`src/source/core_macros.svh`:
```
// core constants for the reset pc, the trap opcode and the data memory layout
`ifndef CORE_MACROS_SVH
`define CORE_MACROS_SVH

// first fetch address after reset
`define PC_START     64'h0000_0000_8000_0000

// custom opcode that stops the core
// the low byte of x10 is reported as the trap code
`define TRAP_OPCODE  7'h6b

// data ram size in 64-bit words
`define DMEM_DEPTH   256

// address of data word 0
// loads and stores must fall inside DMEM_DEPTH words from here
`define DMEM_BASE    64'h0000_0000_8000_1000

`endif

```
`src/source/core_pkg.sv`:
```
// shared types and stage-to-stage records for the rv64 subset core
package core_pkg;

  typedef logic [63:0] xlen_t;
  typedef logic [31:0] inst_t;
  typedef logic [4:0]  reg_addr_t;
  typedef logic [7:0]  trap_code_t;

  typedef enum logic [2:0] {
    ALU_ADD,
    ALU_SUB,
    ALU_AND,
    ALU_OR,
    ALU_XOR,
    ALU_SLT,
    ALU_PASS_B
  } alu_op_e;

  typedef enum logic [1:0] {
    BR_NONE,
    BR_EQ,
    BR_NE,
    BR_JAL
  } br_kind_e;

  typedef enum logic [1:0] {
    FETCH_ISSUE,
    FETCH_WAIT,
    FETCH_HALT
  } fetch_state_e;

  typedef struct packed {
    logic  valid;
    xlen_t pc;
    inst_t inst;
  } if_id_t;

  typedef struct packed {
    logic      valid;
    xlen_t     pc;
    inst_t     inst;
    alu_op_e   alu_op;
    br_kind_e  br_kind;
    xlen_t     op1;
    xlen_t     op2;
    xlen_t     sdata;
    xlen_t     imm;
    reg_addr_t rd;
    logic      rd_wen;
    logic      load;
    logic      store;
    logic      trap;
  } id_ex_t;

  typedef struct packed {
    logic      valid;
    xlen_t     pc;
    inst_t     inst;
    xlen_t     result;
    xlen_t     next_pc;
    xlen_t     sdata;
    reg_addr_t rd;
    logic      rd_wen;
    logic      load;
    logic      store;
    logic      trap;
  } ex_mem_t;

  typedef struct packed {
    logic      valid;
    xlen_t     pc;
    inst_t     inst;
    xlen_t     rd_wdata;
    xlen_t     next_pc;
    reg_addr_t rd;
    logic      rd_wen;
    logic      trap;
  } mem_wb_t;

  typedef struct packed {
    logic  valid;
    xlen_t next_pc;
  } retire_t;

  typedef struct packed {
    logic      valid;
    xlen_t     pc;
    inst_t     inst;
    logic      wen;
    reg_addr_t wdest;
    xlen_t     wdata;
  } commit_t;

endpackage

```
`src/source/wb_stage.sv`:
```
// writeback stage driving the register write, commit record and trap event
`timescale 1ns/100ps

module wb_stage (
  input  logic                 clock,
  input  logic                 reset,
  input  core_pkg::mem_wb_t    mem_i,
  output logic                 rd_wen_o,
  output core_pkg::reg_addr_t  rd_addr_o,
  output core_pkg::xlen_t      rd_wdata_o,
  input  core_pkg::xlen_t      x10_i,
  output core_pkg::retire_t    retire_o,
  output core_pkg::commit_t    commit_o,
  output logic                 trap_valid_o,
  output core_pkg::trap_code_t trap_code_o
);

  assign rd_wen_o   = mem_i.valid && mem_i.rd_wen;
  assign rd_addr_o  = mem_i.rd;
  assign rd_wdata_o = mem_i.rd_wdata;

  always_ff @(posedge clock) begin
    commit_o.pc      <= mem_i.pc;
    commit_o.inst    <= mem_i.inst;
    commit_o.wen     <= mem_i.rd_wen && (mem_i.rd != 5'd0);
    commit_o.wdest   <= mem_i.rd;
    commit_o.wdata   <= mem_i.rd_wdata;
    retire_o.next_pc <= mem_i.next_pc;
    if (reset) begin
      commit_o.valid <= 1'b0;
      retire_o.valid <= 1'b0;
      trap_valid_o   <= 1'b0;
      trap_code_o    <= '0;
    end else begin
      commit_o.valid <= mem_i.valid;
      retire_o.valid <= mem_i.valid;
      // trap event stays latched until reset
      if (mem_i.valid && mem_i.trap && !trap_valid_o) begin
        trap_valid_o <= 1'b1;
        trap_code_o  <= x10_i[7:0];
      end
    end
  end

  // fetch halts on the trap, so its commit is the last one
  assert property (@(posedge clock) disable iff (reset)
    trap_valid_o |=> !commit_o.valid);

endmodule

```
`config.mk`:
```
export PLATFORM = sky130hd
export DESIGN_NAME = wb_stage
export DESIGN_NICKNAME = d
export VERILOG_FILES = /design/src/source/core_macros.svh /design/src/source/core_pkg.sv /design/src/source/wb_stage.sv
export SDC_FILE = /design/constraint.sdc
export NUM_CORES = 1
export LEC_CHECK = 0
export BUFFER_PORTS_ARGS = -buffer_cell sky130_fd_sc_hd__buf_2
export CORE_AREA = 2 2 238 240
export CTS_BUF_LIST = sky130_fd_sc_hd__clkbuf_2
export DETAILED_ROUTE_END_ITERATION = 10
export DIE_AREA = 0 0 240 242
export PLACE_DENSITY_LB_ADDON = 0.08
export SLEW_MARGIN = 0
export SYNTH_ARGS = -nofsm -noshare
export SYNTH_HDL_FRONTEND = slang
export SYNTH_SLANG_ARGS = --single-unit
```
`constraint.sdc`:
```
create_clock -name clock -period 1.1 [get_ports clock]
set_input_delay 0.22 -clock clock [delete_from_list [all_inputs] [get_ports clock]]
set_output_delay 0.22 -clock clock [all_outputs]
set_load 0.005 [all_outputs]
```
==> results of run 1 <==
metrics by stage:
step / util / TNS, ns / std cells / worst slack (ns) / area [sq um]
after floorplan: - / 0 / 343 / 0.0984 / 5560
after global placement: 0.158 / -0.0930 / 1584 / -0.0930 / 8790
after detailed placement: 0.158 / -0.119 / 1584 / -0.119 / 8790
kinds of logic after synthesis:
group,Yosys count
flip-flops,240
buffers and inverters,72
AO/OA/AOI/OAI,2
AND/OR/NAND/NOR,21
multiplexers,8
==> out/metrics.yaml, run 1 <==
logic_synthesis:
  yosysMostFrequentCell: "dfxtp_1"
  synth_top_family_by_area: "buffers and inverters"
  synth.top_cell.area_share: 0.864
  synth_cell_types: 13
  synth_xor_area_frac: 0
  synth.avg_cell_area_sq_um: 16.2
  netlist_area_sq_mm: 0.00556
  synth-main-ff-cell: "dfxtp_1"
  yosysSeqAreaShare: 0.864
  synth_edf_count: 0
  synth_commonest_cells: "240 x dfxtp_1, 70 x buf_4, 16 x nand2b_1"
  async_flop_share: 0
  synthAdderAreaFrac: 0
  netlist_instances: 343
  synthMuxAreaShare: 0.0144
  netlist_top_cells_area: "dfxtp_1 86%, buf_4 9.4%, nand2b_1 1.8%"
  ys_seq_elements: 240
  post-synth-top-area-cell: "dfxtp_1"
  synth-compound-area-share: 0.00225
  syn-num-nets: 641
  synth-warning-count: 0
  yosys.area_share.simple: 0.0238
clocking:
  cts_made_buffers: 72
  cts-htree-levels: 3
  clock-sinks: 240
  post_cts_buffers: 1
  postCtsResizedCells: 65
  cts_hold_buf: 343
  cts_root_buffer: "clkbuf_2"
  clock_path_buffers: 3
outcome:
  stop_error: "[ERROR RSZ-0060] Max buffer count reached."
  stop_stage: "clock tree synthesis"
  status: "aborted with a tool error"
floorplan:
  ios: 609
  fp.dieW_um: 240
  num_rows: 87
  start_util: 0.0998
  dieHeight_um: 242
placed_design:
  gp_congestion: 0.686
  io_buffer_count: 552
  place_hpwl_mm: 17.4
==> inputs of run 2 (changes only) <==
- CORE_AREA: 2 2 238 240 -> 2 2 235 237
- CTS_BUF_LIST: sky130_fd_sc_hd__clkbuf_2 -> not set
- DIE_AREA: 0 0 240 242 -> 0 0 237 239
- PLACE_DENSITY_LB_ADDON: 0.08 -> 0.15
==> out/metrics.yaml, run 2 <==
outcome:
  status: "finished with violations"  # was aborted with a tool error
  violations: "negative setup slack"
sta:
  fin_ws_ns: -0.146
  skew_ns: 0.00618
  period_share: 1.13
  report.final.hold_viol_count: 0
  max_freq_ghz: 0.803
  setup_viol: 242
  drv_slew: 0
  rsz0062_at_grt: "true"
  holdWs_ns: 0.0201
  slew_headroom: 0.826
  tightest_slew_ns: 0.262
  period_needed_ns: 1.25
clocking:
  cts.clk_slew.worst_paths_ns: 0.06
  clock-sinks: 240  # unchanged
  cts_root_buffer: "clkbuf_16"  # was clkbuf_2
  cts_made_buffers: 30  # was 72
  clock_path_buffers: 3  # unchanged
  clkLatencyLatePin_ns: 0.56
  cts-htree-levels: 1  # was 3
  cts_tree: "built"
logic_synthesis:
  netlist_instances: 343  # unchanged
  synth_cell_types: 13  # unchanged
  post-synth-top-area-cell: "dfxtp_1"  # unchanged
  ys_seq_elements: 240  # unchanged
  synth.top_cell.area_share: 0.864  # unchanged
  syn-num-nets: 641  # unchanged
  synth-main-ff-cell: "dfxtp_1"  # unchanged
  synth_edf_count: 0  # unchanged
  yosysMostFrequentCell: "dfxtp_1"  # unchanged
  netlist_top_cells_area: "dfxtp_1 86%, buf_4 9.4%, nand2b_1 1.8%"  # unchanged
  netlist_area_sq_mm: 0.00556  # unchanged
  synth-warning-count: 0  # unchanged
  async_flop_share: 0  # unchanged
  synth.avg_cell_area_sq_um: 16.2  # unchanged
  synth_commonest_cells: "240 x dfxtp_1, 70 x buf_4, 16 x nand2b_1"  # unchanged
  yosysSeqAreaShare: 0.864  # unchanged
setup_path:
  critPathCaptureType: "output port"
  reg2reg_depth: 4
  critical_path_arrival_ns: 1.03
  max_stage_delay_ns: 0.35
  crit_slowest_cell: "dfxtp_2"
  r2r_setup_slack_ns: 0.01
  crit_path_max_fanout: 1
  cpLargestDelayFamily: "flip-flops"
  startpoint_type: "flip-flop"
  path_buf_inv: 1
  timing.critical_path.cells: "buf_2"
  reg2reg_from: "trap_valid_o"
  r2r_end: "trap_code_o[7]"
  cp.required_ns: 0.88
  criticalPathCategory: "flip-flop to output port"
finish:
  synthToLayoutAreaGrowth_pct: 129
  largest_register_ff_count: 167
  regMostFlops: "commit_o"
  nets: 1399
  layout_common_cells: "485 x buf_2, 242 x dlygate4sd3_1, 161 x dfxtp_1"
  layout_commonest_cell: "buf_2"
  top_regs: "commit_o: 167 flops, retire_o: 64 flops, trap_code_o: 8 flops"
  drive_gt1_frac: 0.612
  antenna_cells: 0
  fin_area_sq_mm: 0.0127
placed_design:
  gp_congestion: 0.713  # was 0.686
  placed_cell_area_sq_mm: 0.00870  # was 0.00879 sq mm
  io_buffer_count: 552  # unchanged
  place_hpwl_mm: 16.8  # was 17.4 mm
global_routing:
  grt_pass1_wl_mm: 31.2
  antenna_found_initial: 2
  grt_overflow_total: 0
  grt_max_degree: 19
  grt_pass1_vias: 5450
  grtUsageTotal: 0.0722
route:
  drtAntennaViolNets: 0
  routed_wirelength_mm: 22.3
  drt_pass1_iterations: 4
  drt_iter0_markers: 83
  vias: 5153
  drc: 0
  wl_per_cell_um: 12.2
  vias_per_cell: 2.82
hold_path:
  min_delay_worst_endpoint: "commit_o[166]"
  min_path_type: "input pin to flip-flop"
  hold_depth: 2
  min_from: "reset"
floorplan:
  core_sq_mm: 0.0543
  dieArea_sq_mm: 0.0566
  start_util: 0.102  # was 0.0998
  dieHeight_um: 239  # was 242 um
  num_rows: 86  # was 87
  fp.dieW_um: 237  # was 240 um
  ios: 609  # unchanged
pwr:
  powerDensity_mw_per_mm2: 1720
  vdd_ir_drop_max_mv: 0.973
  total_power_mw: 21.9
  leakage_nw: 5.98
job:
  cap_violations: 0
## run 2: cell counts after synthesis
No cell type changed its count.
## run 2: area by class of cell
type	instances	area (sq um)
clock buffers	41	863
clock inverters	15	195
fillers	5819	41600
multi-input cells	31	230
flip-flops and latches	240	4900
well taps	704	881
repair buffers	798	5650
## run 2: cells by family after synthesis
kind of cell	after synthesis	share of synthesized area
AO/OA/AOI/OAI	2	0.00225
buffers and inverters	72	0.0960
flip-flops	240	0.864
multiplexers	8	0.0144
AND/OR/NAND/NOR	21	0.0238
## run 2: worst max-delay path by stage
stage,startpoint,to,slack (ns),depth (start not counted)
floorplan,mem_i[4],commit_o[69],0.1,2
global placement,mem_i[4],commit_o[69],-0.05,3
detailed placement,mem_i[4],commit_o[69],-0.05,3
CTS,commit_o[3],commit_o[3],-0.22,1
global route,commit_o[3],commit_o[3],-0.21,1
finish,commit_o[3],commit_o[3],-0.15,1
## run 2: where the power goes
part           internal, mW  switching, mW  total [mW]
registers              9.19          0.138        9.33
clock network          6.43           3.99        10.4
logic                  1.43          0.677        2.11
## run 2: per-layer routing
metal / up-vias / track usage / wire length [um]
met5: - / 0 / 0
met4: 0 / 0.0328 / 685
met3: 38 / 0.0264 / 2190
met2: 258 / 0.130 / 11400
met1: 2334 / 0.0744 / 7950
li1: 2523 / - / -
## run 2: repair_timing
item | 4_1_cts | 5_1_grt
buffers inserted | 1 | 1
resized for setup | 68 | 90
pin swaps | 0 | 0
setup endpoints to repair | 241 | 243
hold endpoints to repair | 240 | 2
hold buffers | 243 | 1
## run 2: stage by stage
| step | setup TNS [ns] | std cells | worst slack [ns] | util |
|---|---|---|---|---|
| finish | -23.93 | 1829 | -0.146 | 0.234 |
| global route | -39.09 | 1829 | -0.208 | 0.234 |
| CTS | -38.34 | 1829 | -0.224 | 0.228 |
| detailed placement | -0.0538 | 1529 | -0.0538 | 0.160 |
| global placement | -0.0470 | 1529 | -0.0470 | 0.160 |
| floorplan | 0 | 343 | 0.0984 | - |
Power figures use the tool's default switching activity.
==> inputs of run 3 (changes only) <==
- RECOVER_POWER: not set -> 25
==> out/metrics.yaml, run 3 (synthesized netlist as in run 2, its figures left out) <==
outcome:
  status: "finished with violations"  # unchanged
  violations: "negative setup slack"  # unchanged
floorplan:
  num_rows: 86  # unchanged
  start_util: 0.102  # unchanged
  dieHeight_um: 239  # unchanged
  core_sq_mm: 0.0543  # unchanged
  fp.dieW_um: 237  # unchanged
  dieArea_sq_mm: 0.0566  # unchanged
  ios: 609  # unchanged
setup_path:
  startpoint_type: "flip-flop"  # unchanged
  timing.critical_path.cells: "buf_2"  # unchanged
  cp.required_ns: 0.88  # about the same
  criticalPathCategory: "flip-flop to output port"  # unchanged
  crit_slowest_cell: "dfxtp_2"  # unchanged
  path_buf_inv: 1  # unchanged
  critical_path_arrival_ns: 1.03  # about the same
  crit_path_max_fanout: 1  # unchanged
  cpLargestDelayFamily: "flip-flops"  # unchanged
  max_stage_delay_ns: 0.35  # about the same
  critPathCaptureType: "output port"  # unchanged
route:
  routed_wirelength_mm: 22.3  # about the same
  drc: 0  # unchanged
  vias: 5153  # unchanged
  drt_iter0_markers: 81  # was 83
  drtAntennaViolNets: 0  # unchanged
  wl_per_cell_um: 12.2  # about the same
  vias_per_cell: 2.82  # unchanged
  drt_pass1_iterations: 4  # unchanged
finish:
  nets: 1399  # unchanged
  multi_input_area_sq_um: 230  # unchanged
  seqCellArea_sq_mm: 0.00490  # unchanged
  largest_register_ff_count: 167  # unchanged
  drive_gt1_frac: 0.611  # was 0.612
  postLayoutCoreUtil: 0.234  # about the same
  antenna_cells: 0  # unchanged
  layout_commonest_cell: "buf_2"  # unchanged
  top_regs: "commit_o: 167 flops, retire_o: 64 flops, trap_code_o: 8 flops"  # unchanged
  layout_common_cells: "484 x buf_2, 242 x dlygate4sd3_1, 161 x dfxtp_1"  # was 485 x buf_2, 242 x dlygate4sd3_1, 161 x dfxtp_1
  regMostFlops: "commit_o"  # unchanged
  fillers: 5820  # was 5819
  synthToLayoutAreaGrowth_pct: 129  # about the same
global_routing:
  grt_use_met2: 0.130  # unchanged
  grt_pass1_wl_mm: 31.2  # unchanged
  grt.met1_usage: 0.0744  # unchanged
  grt_overflow_total: 0  # unchanged
  use_met3: 0.0264  # unchanged
  grt_max_degree: 19  # unchanged
  grt_pass1_vias: 5450  # unchanged
  grtUsageTotal: 0.0722  # unchanged
  grt_busiest_layer: "met2"  # unchanged
  antenna_found_initial: 2  # unchanged
clocking:
  cts-htree-levels: 1  # unchanged
  clock_path_buffers: 3  # unchanged
  clock-sinks: 240  # unchanged
  cts_made_buffers: 30  # unchanged
  clkLatencyLatePin_ns: 0.56  # about the same
  cts_tree: "built"  # unchanged
  cts_root_buffer: "clkbuf_16"  # unchanged
  cts.clk_slew.worst_paths_ns: 0.06  # about the same
placed_design:
  gp_congestion: 0.713  # unchanged
  io_buffer_count: 552  # unchanged
  place_hpwl_mm: 16.8  # unchanged
sta:
  report.final.hold_viol_count: 0  # unchanged
  period_share: 1.13  # unchanged
  tightest_slew_ns: 0.262  # unchanged
  fin_ws_ns: -0.146  # unchanged
  setup_viol: 242  # unchanged
  skew_ns: 0.00618  # unchanged
  max_freq_ghz: 0.803  # unchanged
  period_needed_ns: 1.25  # unchanged
  slew_headroom: 0.826  # unchanged
  drv_slew: 0  # unchanged
  rsz0062_at_grt: "true"  # unchanged
pwr:
  powerDensity_mw_per_mm2: 1720  # about the same
  total_power_mw: 21.9  # about the same
  leakage_nw: 5.97  # was 5.98 nW
  vdd_ir_drop_max_mv: 0.973  # unchanged
hold_path:
  min_path_type: "input pin to flip-flop"  # unchanged
job:
  cap_violations: 0  # unchanged
[run 3: cell types whose count changed in the layout (fill, tap and decap cells not counted), sizes merged]
cell and delta:
buf -1, clkbuf +1
[run 3: cell type report]
class,count,area share
Clock buffer,41,0.0679
Clock inverter,15,0.0153
Multi-Input combinational cell,31,0.0181
Sequential cell,240,0.385
Tap cell,704,0.0692
Timing Repair Buffer,798,0.444
[run 3: per-stage QoR]
step                      cells  instance area (sq um)  TNS [ns]  hold WS [ns]  worst slack, ns
after floorplan             343                   5560         0         0.248           0.0984
after global placement     1529                   8700   -0.0470         0.322          -0.0470
after detailed placement   1529                   8700   -0.0538         0.324          -0.0538
after CTS                  1829                  12400    -38.34        0.0954           -0.224
after global routing       1829                  12700    -39.09        0.0572           -0.208
final                      1829                  12700    -23.93        0.0201           -0.146
[run 3: routing by layer]
metal / wire length [um] / up-vias / share of wire
met3: 2190 / 38 / 0.098
met4: 685 / 0 / 0.031
met5: 0 / - / 0
met2: 11400 / 258 / 0.51
li1: - / 2523 / -
met1: 7950 / 2334 / 0.36
[run 3: final timing paths]
path / startpoint / end / slack [ns] / cells after the start
worst max-delay path: commit_o[3] / commit_o[3] / -0.15 / 1
worst min-delay path: reset / commit_o[166] / 0.02 / 2
worst max register to register: trap_valid_o / trap_code_o[7] / 0.01 / 4
worst min register to register: trap_code_o[1] / trap_code_o[1] / 0.48 / 2
[run 3: where the power goes]
group          switching [mW]  total, mW  internal, mW
combinational           0.677       2.11          1.43
sequential              0.138       9.33          9.19
clock                    3.99       10.4          6.43
[run 3: repair_timing]
item,in CTS,in global routing
endpoints found under the setup margin,241,243
setup buffers,1,1
resized for setup,68,90
hold buffers,243,1
hold endpoints to repair,240,2
==> inputs of run 4 (changes only) <==
- PLACE_DENSITY: not set -> 0.3
- PLACE_DENSITY_LB_ADDON: 0.15 -> not set
==> out/metrics.yaml, run 4 (synthesized netlist as in run 2, its figures left out) <==
finish:
  synthToLayoutAreaGrowth_pct: 130  # was 129%
  layout_commonest_cell: "buf_2"  # unchanged
  top_regs: "commit_o: 167 flops, retire_o: 64 flops, trap_code_o: 8 flops"  # unchanged
  nets: 1399  # unchanged
  regMostFlops: "commit_o"  # unchanged
  drive_gt1_frac: 0.616  # was 0.611
  fin_area_sq_mm: 0.0128  # was 0.0127 sq mm
  postLayoutCoreUtil: 0.235  # was 0.234
  layout_common_cells: "475 x buf_2, 242 x dlygate4sd3_1, 150 x dfxtp_1"  # was 484 x buf_2, 242 x dlygate4sd3_1, 161 x dfxtp_1
  finalNonFillerCells: 1830  # was 1829
  largest_register_ff_count: 167  # unchanged
  fillers: 5819  # was 5820
route:
  drtAntennaViolNets: 0  # unchanged
  routed_wirelength_mm: 22.8  # was 22.3 mm
  vias_per_cell: 2.85  # was 2.82
  drt_iter0_markers: 72  # was 81
  vias: 5217  # was 5153
  drt_pass1_iterations: 3  # was 4
  wl_per_cell_um: 12.4  # was 12.2 um
  drc: 0  # unchanged
floorplan:
  num_rows: 86  # unchanged
  dieHeight_um: 239  # unchanged
  start_util: 0.102  # unchanged
  core_sq_mm: 0.0543  # unchanged
  dieArea_sq_mm: 0.0566  # unchanged
  fp.dieW_um: 237  # unchanged
  ios: 609  # unchanged
sta:
  report.final.hold_viol_count: 0  # unchanged
  skew_ns: 0.00366  # was 0.00618 ns
  max_freq_ghz: 0.807  # was 0.803 GHz
  rsz0062_at_grt: "true"  # unchanged
  holdWs_ns: 0.00261  # was 0.0201 ns
  period_share: 1.13  # about the same
  period_needed_ns: 1.24  # was 1.25 ns
  fin_tns_setup_ns: -23.45  # was -23.93 ns
  fin_ws_ns: -0.140  # was -0.146 ns
  slew_headroom: 0.833  # was 0.826
  tightest_slew_ns: 0.251  # was 0.262 ns
  drv_slew: 0  # unchanged
  setup_viol: 241  # was 242
hold_path:
  min_delay_worst_endpoint: "commit_o[69]"  # was commit_o[166]
  min_path_type: "input pin to flip-flop"  # unchanged
  min_from: "mem_i[4]"  # was reset
  hold_depth: 3  # was 2
clocking:
  clock_path_buffers: 3  # unchanged
  cts_tree: "built"  # unchanged
  cts_made_buffers: 30  # unchanged
  clock-sinks: 240  # unchanged
  clkLatencyLatePin_ns: 0.57  # was 0.56 ns
  cts_root_buffer: "clkbuf_16"  # unchanged
  cts.clk_slew.worst_paths_ns: 0.05  # was 0.06 ns
  cts-htree-levels: 1  # unchanged
setup_path:
  cpLargestDelayFamily: "flip-flops"  # unchanged
  r2r_setup_slack_ns: 0.12  # was 0.01 ns
  r2r_end: "trap_code_o[1]"  # was trap_code_o[7]
  timing.critical_path.cells: "buf_6"  # was buf_2
  max_stage_delay_ns: 0.35  # about the same
  cp.required_ns: 0.88  # about the same
  crit_path_max_fanout: 1  # unchanged
  path_buf_inv: 1  # unchanged
  reg2reg_depth: 3  # was 4
  critical_path_arrival_ns: 1.02  # was 1.03 ns
  reg2reg_from: "trap_valid_o"  # unchanged
  criticalPathCategory: "flip-flop to output port"  # unchanged
  crit_slowest_cell: "dfxtp_2"  # unchanged
  startpoint_type: "flip-flop"  # unchanged
  critPathCaptureType: "output port"  # unchanged
global_routing:
  use_met3: 0.0300  # was 0.0264
  grt.met1_usage: 0.0720  # was 0.0744
  grt_overflow_total: 0  # unchanged
  grt_pass1_vias: 5542  # was 5450
  antenna_found_initial: 3  # was 2
  grt_pass1_wl_mm: 31.1  # was 31.2 mm
  grt_max_degree: 19  # unchanged
  grt_busiest_layer: "met2"  # unchanged
  grt_use_met2: 0.134  # was 0.130
  grtUsageTotal: 0.0726  # was 0.0722
outcome:
  violations: "negative setup slack"  # unchanged
  status: "finished with violations"  # unchanged
placed_design:
  placed_cell_area_sq_mm: 0.00871  # was 0.00870 sq mm
  io_buffer_count: 552  # unchanged
  dp.cells: 1530  # was 1529
  pre_cts_slack_ns: -0.0312  # was -0.0538 ns
  place_hpwl_mm: 16.5  # was 16.8 mm
  gp_congestion: 0.696  # was 0.713
job:
  cap_violations: 0  # unchanged
pwr:
  leakage_nw: 5.99  # was 5.97 nW
  powerDensity_mw_per_mm2: 1720  # about the same
  vdd_ir_drop_max_mv: 1.22  # was 0.973 mV
  total_power_mw: 22.0  # was 21.9 mW
[run 4: worst min-delay path, delay by kind of cell]
family / cells / cell delay, ns
AOI/OAI and AO/OA: 1 / 0.11
and+or+nand+nor: 1 / 0.12
buffers and inverters: 1 / 0.09
[run 4: how the worst max path moves through the flow]
stage	from	to	slack [ns]	depth (start not counted)
5_1_grt	commit_o[44]	commit_o[44]	-0.20	1
3_3_place_gp	mem_i[4]	commit_o[69]	-0.05	3
3_5_place_dp	mem_i[4]	commit_o[69]	-0.03	3
6_report	commit_o[44]	commit_o[44]	-0.14	1
2_1_floorplan	mem_i[4]	commit_o[69]	0.1	2
4_1_cts	commit_o[44]	commit_o[44]	-0.23	1
[run 4: report_power, final]
part | total (mW) | leakage, nW | internal (mW) | switching, mW
logic | 2.12 | 3.44 | 1.44 | 0.677
clock network | 10.6 | 0.523 | 6.63 | 3.93
registers | 9.35 | 2.03 | 9.20 | 0.152
[run 4: final cells by class]
type,count,area [sq um],share of cell area
Timing Repair Buffer,798,5690,0.444
Sequential cell,240,4920,0.384
Clock buffer,46,912,0.0713
Tap cell,704,881,0.0688
Multi-Input combinational cell,31,229,0.0179
Clock inverter,10,165,0.0129
Antenna cell,1,2.50,0.000196
[run 4: what timing repair did]
item | CTS | global route
buffers inserted | 1 | 0
endpoints found under the hold margin | 240 | 2
resized for setup | 79 | 99
hold buffers | 244 | 2
endpoints found under the setup margin | 241 | 243
pin swaps | 0 | 1
[run 4: layer usage]
metal	vias to the layer above	part of all wire
met5	-	0.00070
met4	2	0.025
met3	35	0.10
met2	290	0.52
met1	2364	0.35
li1	2526	-
